$ cat config.mk
export PLATFORM = sky130hd
export DESIGN_NAME = state_ram
export DESIGN_NICKNAME = d
export VERILOG_FILES = /design/src/lstm_pkg.sv /design/src/state_ram.sv
export VERILOG_INCLUDE_DIRS = /design/src
export SDC_FILE = /design/constraint.sdc
export NUM_CORES = 1
export LEC_CHECK = 0
export BUFFER_PORTS_ARGS = -buffer_cell sky130_fd_sc_hd__buf_2
export CORE_ASPECT_RATIO = 1.4
export CORE_UTILIZATION = 55
export DETAILED_ROUTE_END_ITERATION = 12
export PLACE_DENSITY = 0.78
export SLEW_MARGIN = 5
export SYNTH_ARGS = -nofsm -noshare
export SYNTH_HDL_FRONTEND = slang
export SYNTH_SLANG_ARGS = --single-unit
$ cat constraint.sdc
create_clock -name clk -period 1 [get_ports clk]
set_input_delay 0.15 -clock clk [delete_from_list [all_inputs] [get_ports clk]]
set_output_delay 0.15 -clock clk [all_outputs]
set_load 0.005 [all_outputs]
$ cat src/lstm_macros.svh
`ifndef LSTM_MACROS_SVH
`define LSTM_MACROS_SVH

// Q4.11 fixed point
`define LSTM_W          16
`define LSTM_FRAC       11

`define LSTM_SLOTS      3   // L1 cell 0, L1 cell 1, L2 cell 0
`define LSTM_NTERM      5   // Two inputs, two recurrent, bias
`define LSTM_GATES      4

// Weight address = slot * LSTM_SLOT_WORDS + gate * LSTM_NTERM + term
`define LSTM_SLOT_WORDS 20
`define LSTM_NWGT       60
`define LSTM_WADDR      6

`define GATE_I          0
`define GATE_F          1
`define GATE_G          2
`define GATE_O          3

`define IN_CREDITS      2   // Input buffer depth
`define OUT_CREDITS_MAX 4

`endif

$ cat src/lstm_pkg.sv
`include "lstm_macros.svh"

package lstm_pkg;

	typedef logic signed [`LSTM_W-1:0] word_t;

	// Raw word, or magnitude split into integer segment and fraction
	typedef union packed {
		word_t raw;
		struct packed {
			logic                  sign;
			logic [3:0]            seg;
			logic [`LSTM_FRAC-1:0] frac;
		} pwl;
	} act_arg_u;

	typedef enum logic {
		SIGMOID,
		TANH
	} act_sel_t;

	// f(k) for k = 0..8, Q4.11
	localparam word_t sig_tab [0:8] = '{
		16'sd1024, 16'sd1497, 16'sd1804,
		16'sd1951, 16'sd2011, 16'sd2034,
		16'sd2043, 16'sd2046, 16'sd2047
	};

	localparam word_t tanh_tab [0:8] = '{
		16'sd0,    16'sd1560, 16'sd1974,
		16'sd2038, 16'sd2047, 16'sd2048,
		16'sd2048, 16'sd2048, 16'sd2048
	};

endpackage

$ cat src/state_ram.sv
`timescale 1ns/1ps
`include "lstm_macros.svh"

module state_ram
	import lstm_pkg::*;
(
	input  logic       clk,
	input  logic       arst_n,
	input  logic       wr_en,
	input  logic [1:0] wr_slot,
	input  word_t      wr_data,
	input  logic [1:0] rd_slot,
	output word_t      rd_data
);

	word_t mem [`LSTM_SLOTS];

	// Reset gives h0 = c0 = 0 for a new sequence
	always_ff @(posedge clk or negedge arst_n)
	begin
		if (!arst_n)
		begin
			for (int i = 0; i < `LSTM_SLOTS; i++)
				mem[i] <= '0;
			rd_data <= '0;
		end
		else
		begin
			if (wr_en && (wr_slot < `LSTM_SLOTS))
				mem[wr_slot] <= wr_data;
			if (rd_slot < `LSTM_SLOTS)
				rd_data <= mem[rd_slot];   // Old value on same-slot write
			else
				rd_data <= '0;
		end
	end

endmodule
# Word level (Yosys, flattened, before mapping)

Cells that the tools add are included.

Register bits: 64
Input bits: 23

Magnitude comparators: 5
Muxes and demuxes: 7
Bitwise logic cells: 2
Reduce and logical (&&, ||, !) cells: 2

Operators with widths:

| kind               | count |
|---|---|
| $mux 16            | 4 |
| $bwmux 48          | 1 |
| $bmux 16 s2        | 1 |
| $demux 16 s2       | 1 |
| $ge 3x3->1 const B | 2 |
| $not 2->3          | 2 |
| $lt 2x2->1 const B | 2 |
| $lt 3x1->1 const B | 1 |
| $logic_and 1x1->1  | 2 |

# Logic depth before layout (Yosys ltp)

Word-level depth: 6
Mapped depth: 5
Mapped depth without buffers: 2

# Worst setup path after synthesis

Ideal clock, no wire load.

Kind: input -> register
Start point: input port wr_slot[0]
End point: register mem[37] (netlist bit)
Setup time: 0.125 ns
Arrival: 0.979 ns
Data required time: 0.875 ns
Path slack: -0.104 ns
Stages on the path: 3
Path through: nor3b_4 buf_6 mux2_2

Word-level cells in the longest chain between the ends: 6
Elaborated cells between the ends (all ways): 9
Those cells by class: order compare (3); mux (3); bitwise (1); reduce/logical (2)

RTL lines:

| element                                                               | RTL line        | RTL |
|---|---|---|
| start, declared                                                       | state_ram.sv:10 | `input logic [1:0] wr_slot,` |
| $not 2->3 (not written as such)                                       | state_ram.sv:30 | `mem[wr_slot] <= wr_data;` |
| $ge 3x3->1 (not written as such) / $lt 3x1->1 (equally long branches) | state_ram.sv:30 |  |
| $logic_and 1x1->1 (not written as such)                               | state_ram.sv:30 |  |
| $mux 16 (not written as such)                                         | state_ram.sv:30 |  |
| $demux 16 s2                                                          | state_ram.sv:30 |  |
| $bwmux 48                                                             | state_ram.sv:30 |  |
| end signal, assigned by index                                         | state_ram.sv:30 |  |
| end, declared                                                         | state_ram.sv:16 | `` word_t mem [`LSTM_SLOTS]; `` |

Several ways; a longest one is shown, not always the timed one.
A chain may end at the register's enable or synchronous reset.

# Worst setup path in the final report

Start point: register rd_data[7]
End point: output port rd_data[7]

RTL lines:

| element                | RTL line        | RTL |
|---|---|---|
| start, declared        | state_ram.sv:13 | `output word_t rd_data` |
| start signal, assigned | state_ram.sv:32 | `rd_data <= mem[rd_slot];` |

No word-level cell between the ends.

==> out/metrics.yaml <==
run_status:
  status: "finished, final reports clean"
sta:
  rsz0062_at_grt: "yes"
  worst_pin_slew_ps: 339
  finalCriticalPeriod_ps: 973
  fin_tns_setup_ps: 0
  final_max_slew_viol_count: 0
  slew_headroom: 0.774
  hold_viol: 0
  setup_violations: 0
  finClkSkew_ps: 4.35
  fin_crit_sh: 0.973
  fmax_mhz: 1030
route:
  drtIter0Drc: 36
  vias: 1466
  drt-pass1-iter-count: 4
  ant_nets: 0
  wl_per_cell_um: 16.8
  routed_via_density: 5.41
  drc: 0
  wirelength_mm: 4.56
grt:
  grt_pass1_vias: 1536
  grt_usage: 0.214
  antenna_found_initial: 0
  grt_max_degree: 65
  overflow: 0
  grt_pass1_wl_mm: 7.28
synth:
  muxShareOfSynthArea: 0.274
  ys_types: 13
  synth_warnings: 0
  synth_compound_area_frac: 0.0549
  ys_seq_area_frac: 0.627
  synth_cells: 157
  synth_top_family_by_area: "multiplexers"
  synth_area_mm2: 0.00255
  synth_simple_gate_area_frac: 0.0186
  synth_xor_area_frac: 0
  syn_area_per_cell_um2: 16.3
  synth_fa_ha_area_frac: 0
  ys_seq_elements: 64
  syn_nets: 180
finish:
  drive_gt1_frac: 0.522
  syn2layout_area_growth_pct: 19.8
  nNetsFinal: 229
  diodes: 0
setup_path:
  arrival_ps: 820
  crit_fanout: 1
  worst-path-buf-inv: 1
  end_kind: "primary output"
  cp_top_family: "flip-flops"
  critPathLaunchType: "flop"
  crit_chain: "buf_2"
  slowest_stage: "dfrtp_1"
  max_stage_delay_ps: 370
  required_ps: 850
  critPathKind: "reg2out"
clock_tree:
  clk_path_buf_depth: 2
  cts_root_buf: "clkbuf_8"
  cts_setup_buffers: 0
  cts_buffers: 9
  cts_resized: 0
  clk_pin_slew_worst_paths_ps: 60
  htree_num_levels: 3
  clock_latency_ps: 330
  clkSinkCount: 64
  cts_tree: "yes"
placed_design:
  gp_congestion: 0.817
  dp_hpwl_mm: 2.91
  io_buffers: 38
pwr:
  powerDensity_mw_per_mm2: 2010
  ir_drop_uv: 1340
  power_mw: 6.14
  leakage_nw: 1.43
die:
  die_area_mm2: 0.00492
  io_pins: 39
  fp.dieW_um: 59.6
  core_mm2: 0.00450
  rows: 29
  initial_core_util: 0.568
  fp.dieH_um: 82.6
run:
  drv_cap: 0
min_path:
  hold_class: "in2reg"
-- flip-flops by register name, indices dropped and copies added (netlist names) --
register / cells
rd_data: 16
mem: 48
-- cell usage after synthesis (all sizes together) --
master | instances | area, um^2
dfrtp | 64 | 1600
mux2 | 48 | 541
mux2i | 16 | 160
o2bb2ai | 16 | 140
buf | 6 | 38.8
clkbuf | 3 | 25.0
nand3b | 2 | 22.5
nor2b | 1 | 6.26
nor3b | 1 | 18.8
-- per-stage QoR --
step	hold WS, ps	setup WS [ps]	cell area (um^2)	utilization	instances
floorplan	-146	-104	2570	-	157
CTS	61.0	3.06	3060	0.680	271
finish	76.4	26.9	3060	0.680	271
detailed placement	188	-183	2880	0.639	256
global placement	177	-144	2880	0.639	256
global route	70.0	-14.5	3060	0.680	271
-- final timing paths --
path                             from          to  slack [ps]  depth (start not counted)
max                        rd_data[7]  rd_data[7]          30                          1
min                        wr_data[5]     mem[21]          80                          2
max reg2reg                    mem[6]      mem[6]         220                          1
min reg2reg                   mem[18]  rd_data[2]         480                          1
max in group asynchronous      arst_n     mem[34]         350                          3
min in group asynchronous      arst_n     mem[11]         360                          3
-- area by class of cell --
cell class                 instances  area, um^2
fill                             338        1440
multi-input combinational         84         897
sequential                        64        1600
timing repair buffer              47         310
tap                               62        77.6
clock buffer                      14         173
-- kinds of logic (layout without fill, tap and decap cells) --
kind of cell	Yosys count	in the layout
multiplexers	64	64
flip-flops	64	64
AO/OA/AOI/OAI	16	16
buffers and inverters	9	61
AND/OR/NAND/NOR	4	4
-- timing repair --
| item | 4_1_cts | 5_1_grt |
|---|---|---|
| hold endpoints to repair | 64 | 0 |
| hold buffers | 1 | 0 |
| setup endpoints to repair | 0 | 4 |
-- placed cells by master, fill, tap and decap left out --
master,count
dfrtp_1,64
mux2_2,48
buf_2,38
mux2i_1,16
o2bb2ai_1,16
clkbuf_8,12
buf_12,4
buf_4,4
clkbuf_1,2
nor2b_1,1
nand3b_2,1
nor3b_4,1
nand3b_4,1
dlygate4sd3_1,1
-- where the power goes --
group / leakage (nW) / total, mW / switching, mW / internal (mW)
logic: 0.568 / 0.917 / 0.370 / 0.547
registers: 0.769 / 3.29 / 0.218 / 3.07
clock network: 0.0886 / 1.93 / 0.857 / 1.08
-- metal layers --
metal / GRT usage / vias to the layer above / share of wire
li1: - / 672 / -
met2: 0.344 / 36 / 0.53
met3: 0.0483 / 5 / 0.038
met4: 0.133 / 0 / 0.012
met1: 0.261 / 753 / 0.42
met5: 0 / - / 0
Power figures use the tool's default switching activity.
