<file path="src/lstm_macros.svh">
`ifndef LSTM_MACROS_SVH
`define LSTM_MACROS_SVH

// Q4.11 fixed point
`define LSTM_W          16
`define LSTM_FRAC       11

`define LSTM_SLOTS      3   // L1 cell 0, L1 cell 1, L2 cell 0
`define LSTM_NTERM      5   // Two inputs, two recurrent, bias
`define LSTM_GATES      4

// Weight address = slot * LSTM_SLOT_WORDS + gate * LSTM_NTERM + term
`define LSTM_SLOT_WORDS 20
`define LSTM_NWGT       60
`define LSTM_WADDR      6

`define GATE_I          0
`define GATE_F          1
`define GATE_G          2
`define GATE_O          3

`define IN_CREDITS      2   // Input buffer depth
`define OUT_CREDITS_MAX 4

`endif

</file>
<file path="src/lstm_pkg.sv">
`include "lstm_macros.svh"

package lstm_pkg;

	typedef logic signed [`LSTM_W-1:0] word_t;

	// Raw word, or magnitude split into integer segment and fraction
	typedef union packed {
		word_t raw;
		struct packed {
			logic                  sign;
			logic [3:0]            seg;
			logic [`LSTM_FRAC-1:0] frac;
		} pwl;
	} act_arg_u;

	typedef enum logic {
		SIGMOID,
		TANH
	} act_sel_t;

	// f(k) for k = 0..8, Q4.11
	localparam word_t sig_tab [0:8] = '{
		16'sd1024, 16'sd1497, 16'sd1804,
		16'sd1951, 16'sd2011, 16'sd2034,
		16'sd2043, 16'sd2046, 16'sd2047
	};

	localparam word_t tanh_tab [0:8] = '{
		16'sd0,    16'sd1560, 16'sd1974,
		16'sd2038, 16'sd2047, 16'sd2048,
		16'sd2048, 16'sd2048, 16'sd2048
	};

endpackage

</file>
<file path="src/lstm_sequencer.sv">
`timescale 1ns/1ps
`include "lstm_macros.svh"

module lstm_sequencer
	import lstm_pkg::*;
(
	input  logic       clk,
	input  logic       arst_n,
	input  logic       in_valid,
	input  word_t      in_x0,
	input  word_t      in_x1,
	output logic       in_credit,
	input  logic       out_credit,
	output logic       out_valid,
	output word_t      out_h,
	output logic       cell_start,
	output logic [1:0] cell_slot,
	output word_t      cell_u0,
	output word_t      cell_u1,
	output word_t      cell_r0,
	output word_t      cell_r1,
	output word_t      cell_c_prev,
	input  logic       cell_done,
	input  word_t      cell_h,
	input  word_t      cell_c,
	output logic [1:0] h_rd_slot,
	output logic [1:0] c_rd_slot,
	input  word_t      h_rd_data,
	input  word_t      c_rd_data,
	output logic       h_wr_en,
	output logic       c_wr_en,
	output logic [1:0] wr_slot
);

	localparam int         PW   = $clog2(`IN_CREDITS);
	localparam int         FW   = $clog2(`IN_CREDITS + 1);
	localparam int         CW   = $clog2(`OUT_CREDITS_MAX + 1);
	localparam logic [1:0] LAST = 2'(`LSTM_SLOTS - 1);

	localparam logic [2:0] S_IDLE  = 3'd0;
	localparam logic [2:0] S_RD0   = 3'd1;
	localparam logic [2:0] S_RD1   = 3'd2;
	localparam logic [2:0] S_START = 3'd3;
	localparam logic [2:0] S_WAIT  = 3'd4;
	localparam logic [2:0] S_OUT   = 3'd5;

	word_t         fifo_x0 [`IN_CREDITS];
	word_t         fifo_x1 [`IN_CREDITS];
	logic [PW-1:0] wr_ptr;
	logic [PW-1:0] rd_ptr;
	logic [FW-1:0] fill;
	logic          pop;
	logic [CW-1:0] out_credits;
	logic [2:0]    state;
	logic [1:0]    slot;
	logic          wb;
	word_t         smp_x0;
	word_t         smp_x1;
	word_t         h_a;
	word_t         hn0;
	word_t         hn1;
	word_t         out_h_q;

	assign pop = (state == S_IDLE) && (fill != '0);
	assign wb  = (state == S_WAIT) && cell_done;

	always_ff @(posedge clk)
	begin
		if (in_valid)
		begin
			fifo_x0[wr_ptr] <= in_x0;
			fifo_x1[wr_ptr] <= in_x1;
		end
		if (pop)
		begin
			smp_x0 <= fifo_x0[rd_ptr];
			smp_x1 <= fifo_x1[rd_ptr];
		end
		if ((state == S_RD1) && (slot != 2'd1))
			h_a <= h_rd_data;   // Old h0 for slots 0 and 1, own h for slot 2
		if (wb && (slot == 2'd0))
			hn0 <= cell_h;
		if (wb && (slot == 2'd1))
			hn1 <= cell_h;
		if (wb && (slot == LAST))
			out_h_q <= cell_h;
	end

	always_ff @(posedge clk or negedge arst_n)
	begin
		if (!arst_n)
		begin
			wr_ptr <= '0;
			rd_ptr <= '0;
			fill <= '0;
			in_credit <= 1'b0;
		end
		else
		begin
			if (in_valid)
				wr_ptr <= (wr_ptr == PW'(`IN_CREDITS - 1)) ? '0 : wr_ptr + 1'b1;
			if (pop)
				rd_ptr <= (rd_ptr == PW'(`IN_CREDITS - 1)) ? '0 : rd_ptr + 1'b1;
			fill <= fill + FW'(in_valid) - FW'(pop);
			in_credit <= pop;   // Slot freed, hand it back
		end
	end

	always_ff @(posedge clk or negedge arst_n)
	begin
		if (!arst_n)
			out_credits <= '0;
		else if (out_credit && !out_valid && (out_credits != CW'(`OUT_CREDITS_MAX)))
			out_credits <= out_credits + 1'b1;
		else if (!out_credit && out_valid)
			out_credits <= out_credits - 1'b1;
	end

	always_ff @(posedge clk or negedge arst_n)
	begin
		if (!arst_n)
		begin
			state <= S_IDLE;
			slot <= '0;
		end
		else
		begin
			case (state)
				S_IDLE:
				begin
					if (fill != '0)
					begin
						state <= S_RD0;
						slot <= '0;
					end
				end
				S_RD0:   state <= S_RD1;
				S_RD1:   state <= S_START;
				S_START: state <= S_WAIT;
				S_WAIT:
				begin
					if (cell_done && (slot == LAST))
						state <= S_OUT;
					else if (cell_done)
					begin
						slot <= slot + 2'd1;
						state <= S_RD0;
					end
				end
				S_OUT:
				begin
					if (out_credits != '0)
						state <= S_IDLE;   // Held here without credit
				end
				default: state <= S_IDLE;
			endcase
		end
	end

	assign h_rd_slot = (state == S_RD1) ? 2'd1 : ((slot == LAST) ? LAST : 2'd0);
	assign c_rd_slot = slot;

	assign cell_start  = (state == S_START);
	assign cell_slot   = slot;
	assign cell_u0     = (slot == LAST) ? hn0 : smp_x0;   // Layer two eats this step's h
	assign cell_u1     = (slot == LAST) ? hn1 : smp_x1;
	assign cell_r0     = h_a;
	assign cell_r1     = (slot == LAST) ? '0 : h_rd_data;   // h1 is still last step's
	assign cell_c_prev = c_rd_data;

	assign h_wr_en = wb;
	assign c_wr_en = wb;
	assign wr_slot = slot;

	assign out_valid = (state == S_OUT) && (out_credits != '0);
	assign out_h     = out_h_q;

endmodule

</file>
<file path="config.mk">
export PLATFORM = sky130hd
export DESIGN_NAME = lstm_sequencer
export DESIGN_NICKNAME = d
export VERILOG_FILES = /design/src/lstm_pkg.sv /design/src/lstm_sequencer.sv
export VERILOG_INCLUDE_DIRS = /design/src
export SDC_FILE = /design/constraint.sdc
export NUM_CORES = 1
export LEC_CHECK = 0
export BUFFER_PORTS_ARGS = -buffer_cell sky130_fd_sc_hd__buf_2
export CAP_MARGIN = 20
export CORE_AREA = 2 2 124 126
export DETAILED_ROUTE_END_ITERATION = 10
export DIE_AREA = 0 0 126 128
export PLACE_DENSITY = 0.75
export SLEW_MARGIN = 20
export SYNTH_ARGS = -nofsm -noshare
export SYNTH_HDL_FRONTEND = slang
export SYNTH_SLANG_ARGS = --single-unit
</file>
<file path="constraint.sdc">
create_clock -name clk -period 3.25 [get_ports clk]
set_input_delay 0.975 -clock clk [delete_from_list [all_inputs] [get_ports clk]]
set_output_delay 0.975 -clock clk [all_outputs]
set_load 0.05 [all_outputs]
</file>
### Word-level counts from Yosys, hierarchy flattened

Memories as Yosys holds them, arrays and structs flattened. A register that Yosys moved wholly into a read port is not among the register bits.
Cells that the tools add are included.

| storage, ports and cells | value |
|---|---|
| latch bits | 0 |
| register bits | 77 |
| memories kept | 2 |
| bits in read-only memories | 0 |
| input port bits | 101 |
| output and inout bits | 109 |
| bits in writable memories | 64 |

Memory list:

| memory | words | width | rd ports | clocked after Yosys merged registers in | wr ports | line | source |
|---|---|---|---|---|---|---|---|
| fifo_x0 | 2 | 16 | 1 | 1 | 1 | lstm_sequencer.sv:47 | `` word_t fifo_x0 [`IN_CREDITS]; `` |
| fifo_x1 | 2 | 16 | 1 | 1 | 1 | lstm_sequencer.sv:48 | `` word_t fifo_x1 [`IN_CREDITS]; `` |

| operators by class | value |
|---|---|
| reductions and logical operators | 21 |
| divide/modulo/power cells | 0 |
| $add $sub $neg | 7 |
| magnitude comparators | 0 |
| equality and inequality tests | 14 |
| multiply operators | 0 |
| shift operators | 0 |
| bitwise gates (word level) | 0 |
| muxes and demuxes | 20 |

Operator list:

| operator | number |
|---|---|
| $mux W16 | 3 |
| $mux W3 | 6 |
| $pmux W3 S6 | 1 |
| $logic_and A1 B1 Y1 | 11 |
| $mux W2 | 5 |
| $eq A3 B2 Y1 const B | 2 |
| $eq A3 B3 Y1 const B | 2 |
| $ne A2 B2 Y1 const B | 3 |
| $reduce_bool A2 Y1 | 3 |
| $mux W1 | 4 |
| $ne A2 B1 Y1 const B | 2 |
| $pmux W2 S2 | 1 |
| $reduce_and A4 Y1 | 1 |
| $add A3 B1 Y3 const B | 1 |
| $eq A3 B1 Y1 const B | 1 |
| $logic_not A3 Y1 | 1 |
| $ne A3 B2 Y1 const B | 1 |
| $ne A3 B3 Y1 const B | 1 |
| $reduce_and A3 Y1 | 1 |
| $reduce_bool A3 Y1 | 1 |
| $sub A3 B1 Y3 const B | 1 |
| $add A1 B1 Y1 const B | 2 |
| $add A2 B1 Y2 | 1 |
| $add A2 B1 Y2 const B | 1 |
| other kinds (5) | 6 |

### Logic depth before layout (Yosys ltp)

Gate-level depths: netlist of the first run.

| logic depth | value |
|---|---|
| depth after elaboration | 6 |
| mapped depth | 8 |

### Worst setup path after synthesis of the first run

No wires, ideal clock.

| path | value |
|---|---|
| kind | reg-to-reg |
| from | register state[0] |
| to | register fill[1] |
| clock period less this slack | 3.607 ns |
| arrival time | 3.527 ns |
| path buffers | 1 |
| data required time | 3.170 ns |
| path slack | -0.357 ns |
| cell stages (with the launch flop) | 8 |
| cells stage by stage | dfrtp_1 -> buf_2 -> nor4_2 -> ha_1 -> inv_1 -> ha_1 -> xnor2_1 -> xnor2_1 |

| between the ends | value |
|---|---|
| word-level cells in the longest chain between the ends | 3 |

RTL lines:

| what | line | source |
|---|---|---|
| start, declared | lstm_sequencer.sv:54 | `logic [2:0] state;` |
| start signal, assigned | lstm_sequencer.sv:123 | `state <= S_IDLE;` |
| start signal, assigned | lstm_sequencer.sv:133 | `state <= S_RD0;` |
| start signal, assigned | lstm_sequencer.sv:137 | `S_RD0: state <= S_RD1;` |
| $logic_not A3 Y1 | lstm_sequencer.sv:64 | `assign pop = (state == S_IDLE) && (fill != '0);` |
| $logic_and A1 B1 Y1 | lstm_sequencer.sv:64 |  |
| net pop | lstm_sequencer.sv:52 | `logic pop;` |
| $sub A2 B1 Y2 | lstm_sequencer.sv:104 | `fill <= fill + FW'(in_valid) - FW'(pop);` |
| end signal, assigned | lstm_sequencer.sv:104 |  |
| end, declared | lstm_sequencer.sv:51 | `logic [FW-1:0] fill;` |

The timed path passes the listed nets, and every way through them passes these cells.
A chain may end at the register's enable or synchronous reset.

### Final worst setup path of the first run

| path | value |
|---|---|
| from | register slot[0], in the netlist c_rd_slot[0] |
| to | output cell_u0[9] |

| between the ends | value |
|---|---|
| word-level cells in the longest chain between the ends | 2 |

RTL lines:

| what | line | source |
|---|---|---|
| start, declared | lstm_sequencer.sv:55 | `logic [1:0] slot;` |
| start signal, assigned | lstm_sequencer.sv:146 | `slot <= slot + 2'd1;` |
| $eq A2 B2 Y1 | lstm_sequencer.sv:165 | `assign cell_u0 = (slot == LAST) ? hn0 : smp_x0;` |
| $mux W16 | lstm_sequencer.sv:165 |  |
| end, declared | lstm_sequencer.sv:18 | `output word_t cell_u0,` |

Every way passes these cells.

==> results.cfg, run 1 <==
[status]
outcome = finished, final reports clean

[cells_and_area]
seqCellArea_mm2 = 0.00513
nFillCells = 1182
multi_input_area_mm2 = 0.00134
num_antenna_cells = 0
final_cells = 719
nets = 625
drive_gt1_share_pct = 52.4
area_delta_synth_final_pct = 23.9

[clock_network]
cts_buffer_depth = 2
clock-sinks = 173
htreeDepth = 4
path_clk_slew_ns = 0.07
holdBufCountCts = 0
clk-insertion-delay-late_ns = 0.42
numCtsBuffers = 17
cts_root_buf = clkbuf_16
cts_tree = built

[critical_path]
crit_type = register to output pin
cp.arrival_ns = 2.11
path_buf_inv = 3
worst_setup_path_start_kind = register
path_cells = inv_1 > ha_2 > buf_4 > mux2_2 > buf_2
end_kind = output pin
crit_path_top_delay_cell = dfrtp_1
crit_required_ns = 2.27
path_max_fanout = 20
cp_top_family = buffers and inverters
max_stage_delay_ns = 0.46

[route]
antenna_left = 0
num_vias = 3611
drc = 0
totalWireLength_um = 13000
initialDrtViolationCount = 195
first_pass_iters = 4
vias_per_cell = 5.02
avgRoutedWirePerCell_um = 18.1

[sta]
setup_viol = 0
hold_violations = 0
fin_crit_ns = 3.09
setup-tns-final_ns = 0
worst_slew_pin_slew_ns = 0.853
fin_crit_sh_pct = 95.1
fmaxAchievable_mhz = 324
slew_headroom_pct = 43.1
skew_ns = 0.00623
drv_slew = 0
rsz0062_at_grt = false

[placement]
dp_hpwl_um = 8970
routabilityCongestion = 0.760
portBuffers = 161
dp_cells = 687

[global_routing]
grt_pass1_vias = 3700
grt_pass1_wl_um = 19500
overflow = 0
grt_usage_pct = 16.5
antenna_found_initial = 0
grt_max_degree = 34

[yosys]
synth_fp_nets = 468
synthFlopType = edfxtp_1
netlist_instances = 361
netlist.area_leader.share_pct = 71.8
yosysTopAreaCell = edfxtp_1
ys_seq_area_share_pct = 76.6
ys_types = 38
ys_async_sr_fraction_pct = 7.51
synth_area_mm2 = 0.00669
avgSynthCellArea_um2 = 18.5
ys_ff_latch = 173
synth_warnings = 0
ys_top_cells_by_area = edfxtp_1 72%, mux2_2 11%, dfrtp_1 4.9%
synth_edf_count = 160

[floorplan]
fp.coreArea_mm2 = 0.0149
die_h_um = 128
die_x_um = 126
initial_core_util_pct = 45.0
fp.dieArea_mm2 = 0.0161
row_count = 45
pin_count = 210

[power_and_ir_drop]
ir_drop_v = 0.000671
p_leak_nw = 3.19
powerDensity_mw_per_mm2 = 1020

[run]
max-cap-violations = 0

[min_path]
hold_class = input port to asynchronous set/reset pin
[what timing repair did]
item | 4_1_cts | 5_1_grt
gates resized for setup | 0 | 1
endpoints found under the setup margin | 0 | 15
setup buffers | 0 | 0
[kinds of logic (layout without fill, tap and decap cells)]
group	after synthesis	count (layout)	share of synthesized area [%]
xor gates and xnor gates	7	7	0.916
and+or+nand+nor	53	53	4.69
muxes	66	66	11.1
AOI/OAI and AO/OA	15	15	1.78
adders and majority gates	6	6	1.23
buffers and inverters	41	211	3.68
DFF	173	173	76.6
[registers in the layout, summed over array words and instances, names as in the netlist]
signal and cells:
out_credits 3, hn1 16, fifo_x0 32, c_rd_slot 2, fifo_x1 32, rd_ptr 1
smp_x1 16, hn0 16, smp_x0 16, fill 2, state 3, out_h 16
in_credit 1, cell_r0 16, wr_ptr 1
[final cells by class]
class | instances | share of cell area (%)
clock buffers | 17 | 5.13
clock inverters | 15 | 2.82
inverters | 5 | 0.226
multi-input cells | 147 | 16.2
flip-flops and latches | 173 | 61.9
well taps | 188 | 2.84
repair buffers | 174 | 10.9
[worst paths after layout]
check | startpoint | end | slack (ns) | cells after the start
max in group asynchronous | arst_n | rd_ptr$_DFFE_PN0P_ | 2.57 | 1
worst max register to register | out_credits[1]$_DFFE_PN0P_ | out_credits[2]$_DFFE_PN0P_ | 0.86 | 7
worst min register to register | fill[1]$_DFF_PN0_ | fill[1]$_DFF_PN0_ | 0.53 | 1
min in group clk | fill[1]$_DFF_PN0_ | fill[1]$_DFF_PN0_ | 0.53 | 1
worst max-delay path | c_rd_slot[0]$_DFFE_PN0P_ | cell_u0[9] | 0.16 | 5
worst min-delay path | arst_n | state[1]$_DFFE_PN0P_ | 0.43 | 1
[report_power, final]
| group | total, W | internal [W] | switching [W] |
|---|---|---|---|
| registers | 0.00336 | 0.00305 | 0.000314 |
| clock network | 0.00222 | 0.00138 | 0.000843 |
| logic | 0.00290 | 0.000894 | 0.00201 |
[worst reg2reg max path, cell delays in order, from the launching register on]
cell and delay (ns):
dfrtp_1 0.47, nor3_1 0.47, a21oi_1 0.08, nand2b_1 0.19
fa_1 0.45, or2_2 0.32, o211ai_1 0.16, o211ai_1 0.11
[synthesized netlist by cell type, types with 3 or more instances]
library cell and n:
and2_1 4, buf_2 11, buf_4 21, clkbuf_1 4, dfrtp_1 13, edfxtp_1 160
ha_1 5, inv_1 5, mux2_2 64, nand2b_1 3, nand3_1 4, nor2_1 6
nor2b_1 20, nor3_1 4, xnor2_1 4, xor2_1 3
[metal layers]
layer  GRT usage (%)  part of all wire, %  vias to the layer above  routed length [um]
met5               0                    0                        -                   0
met1            19.0                   39                     1760                5120
met3            7.01                  9.3                       26                1210
met4            6.59                  2.1                        0                 270
li1                -                    -                     1661                   -
met2            27.5                   49                      164                6390
[cell usage in the layout (no fill, tap or decap), types with 3 or more instances in the layout]
cell / synthesis / routed
ha_1: 5 / 4
inv_6: 0 / 3
nand3_1: 4 / 4
nor2_1: 6 / 6
mux2_2: 64 / 64
xor2_1: 3 / 3
buf_2: 11 / 161
nand2b_1: 3 / 3
edfxtp_1: 160 / 160
dfrtp_1: 13 / 12
xnor2_1: 4 / 4
buf_4: 21 / 12
bufinv_16: 0 / 5
inv_1: 5 / 5
nor3_1: 4 / 4
nor2b_1: 20 / 19
clkinv_4: 0 / 3
clkbuf_16: 0 / 17
and2_1: 4 / 3
[per-stage QoR]
stage                     worst slack (ns)  area, um2  utilization [%]  hold WS (ns)  total power, W
after floorplan                      0.148       6710                -         0.453         0.00566
after global placement               0.552       7630             51.3         0.509         0.00625
after detailed placement             0.518       7630             51.3         0.525         0.00635
after CTS                           0.0442       8290             55.8         0.424         0.00857
after global routing                0.0201       8290             55.8         0.430         0.00885
final                                0.160       8290             55.8         0.428         0.00848
Note: power is estimated with default switching activity, not from simulation.
==> inputs of run 2 (changes only) <==
==> config.mk (replaced) <==
export PLATFORM = sky130hd
export DESIGN_NAME = lstm_sequencer
export DESIGN_NICKNAME = d
export VERILOG_FILES = /design/src/lstm_pkg.sv /design/src/lstm_sequencer.sv
export VERILOG_INCLUDE_DIRS = /design/src
export SDC_FILE = /design/constraint.sdc
export NUM_CORES = 1
export LEC_CHECK = 0
export CAP_MARGIN = 20
export CORE_AREA = 2 2 113 115
export DETAILED_ROUTE_END_ITERATION = 10
export DIE_AREA = 0 0 115 117
export DONT_BUFFER_PORTS = 1
export PLACE_DENSITY = 0.73
export SYNTH_ARGS = -nofsm -noshare
export SYNTH_HDL_FRONTEND = slang
export SYNTH_SLANG_ARGS = --single-unit
==> run 2 against run 1 <==
Register-to-register slack improved by 0.05 ns. Critical path depth decreased by 1. Fmax up 5.4%. Non-clock buffer count decreased by 142. Die area shrank 17%. Clock power shrank 5%. Global-route usage up 2.6 points. Worst setup slack better by 0.16 ns. Largest power group unchanged. Combinational power shrank 14%.
==> results.cfg, run 2 (synthesized netlist as in run 1, its figures left out) <==
[status]
outcome = finished, final reports clean

[sta]
fin_crit_ns = 2.93
layout_setup_ws_ns = 0.319
setup_viol = 0
slew_headroom_pct = 42.5
hold_violations = 0
skew_ns = 0.00827
setup-tns-final_ns = 0
rsz0062_at_grt = false
fin_crit_sh_pct = 90.2
fmaxAchievable_mhz = 341
worst_slew_pin_slew_ns = 0.862
drv_slew = 0

[critical_path]
cp.arrival_ns = 1.96
regToRegSetupSlack_ns = 0.91
crit_required_ns = 2.27
path_max_fanout = 30
end_kind = output pin
crit_type = register to output pin
worst_setup_path_start_kind = register

[min_path]
hold_class = input port to asynchronous set/reset pin

[placement]
routabilityCongestion = 0.757
portBuffers = 0
post-place-ws_ns = 0.730
dp_cells = 507
dp_hpwl_um = 8230

[route]
avgRoutedWirePerCell_um = 22.8
antenna_left = 0
drc = 0
num_vias = 3065
initialDrtViolationCount = 175
vias_per_cell = 5.69
first_pass_iters = 4
totalWireLength_um = 12300

[floorplan]
die_x_um = 115
pin_count = 210
die_h_um = 117
fp.dieArea_mm2 = 0.0135
fp.coreArea_mm2 = 0.0123
initial_core_util_pct = 54.4
row_count = 41

[clock_network]
cts_root_buf = clkbuf_16
post-cts-setup-buffers = 0
path_clk_slew_ns = 0.07
clk-insertion-delay-late_ns = 0.43
htreeDepth = 4
cts-resized-gates = 0
holdBufCountCts = 0
numCtsBuffers = 17
clock-sinks = 173
cts_buffer_depth = 2
cts_tree = built

[cells_and_area]
top_regs = fifo_x0 x32, fifo_x1 x32
mostFrequentLayoutCell = edfxtp_1
nets = 483
num_antenna_cells = 0
drive_gt1_share_pct = 34.7
final_cell_mix = 160 x edfxtp_1, 64 x mux2_2, 32 x buf_4
fin_util_pct = 61.3
final_cells = 539
nFillCells = 858
area_delta_synth_final_pct = 12.7

[global_routing]
grt_max_degree = 35
grt_pass1_wl_um = 18000
overflow = 0
antenna_found_initial = 0
grt_usage_pct = 19.1
grt_pass1_vias = 3157

[power_and_ir_drop]
p_leak_nw = 2.62
ir_drop_v = 0.000653
powerDensity_mw_per_mm2 = 1080

[run]
max-cap-violations = 0
==> run 2: changes by cell type in the layout (fill, tap and decap cells not counted), sizes merged <==
cell,change
buf,-142
bufinv,-2
clkinv,-1
clkinvlp,-1
inv,+4
==> run 2: final cells by class <==
cell class / count / area, um2 / share of cell area (%)
multi-input cells: 147 / 1340 / 17.8
well taps: 150 / 188 / 2.49
flip-flops and latches: 173 / 5130 / 68.0
repair buffers: 32 / 240 / 3.18
clock inverters: 15 / 200 / 2.65
inverters: 5 / 18.8 / 0.249
clock buffers: 17 / 425 / 5.64
==> run 2: critical path: stages, from the launching register on <==
cell     delay, ns
dfrtp_1       0.38
inv_1         0.11
ha_2          0.19
buf_4         0.32
mux2_2        0.52
==> run 2: path summary, 6_finish.rpt <==
kind                                                  from                          to  cells past startpoint
worst max-delay path              c_rd_slot[0]$_DFFE_PN0P_                  cell_u0[4]                      4
worst min-delay path                                arst_n         in_credit$_DFF_PN0_                      0
worst max register to register  out_credits[1]$_DFFE_PN0P_  out_credits[2]$_DFFE_PN0P_                      7
worst min register to register           fill[1]$_DFF_PN0_           fill[1]$_DFF_PN0_                      1
max in group asynchronous                           arst_n    c_rd_slot[1]$_DFFE_PN0P_                      0
min in group clk                         fill[1]$_DFF_PN0_           fill[1]$_DFF_PN0_                      1
==> run 2: report_power, final <==
group	switching [W]	total (W)	internal [W]
clock network	0.000872	0.00211	0.00124
logic	0.00178	0.00250	0.000721
registers	0.000440	0.00350	0.00306
==> run 2: per-stage QoR <==
| stage | hold WS [ns] | power (W) | cell area (um2) |
|---|---|---|---|
| after CTS | 0.211 | 0.00819 | 7540 |
| after global routing | 0.204 | 0.00847 | 7540 |
| after detailed placement | 0.522 | 0.00608 | 6920 |
| final | 0.231 | 0.00811 | 7540 |
| after floorplan | 0.453 | 0.00566 | 6710 |
| after global placement | 0.511 | 0.00600 | 6920 |
==> run 2: layer usage <==
metal / track usage, % / vias to the layer above / share of wire, %
li1: - / 1376 / -
met1: 21.1 / 1512 / 37
met2: 32.6 / 153 / 52
met3: 8.29 / 24 / 8.9
met4: 8.27 / 0 / 1.8
met5: 0 / - / 0
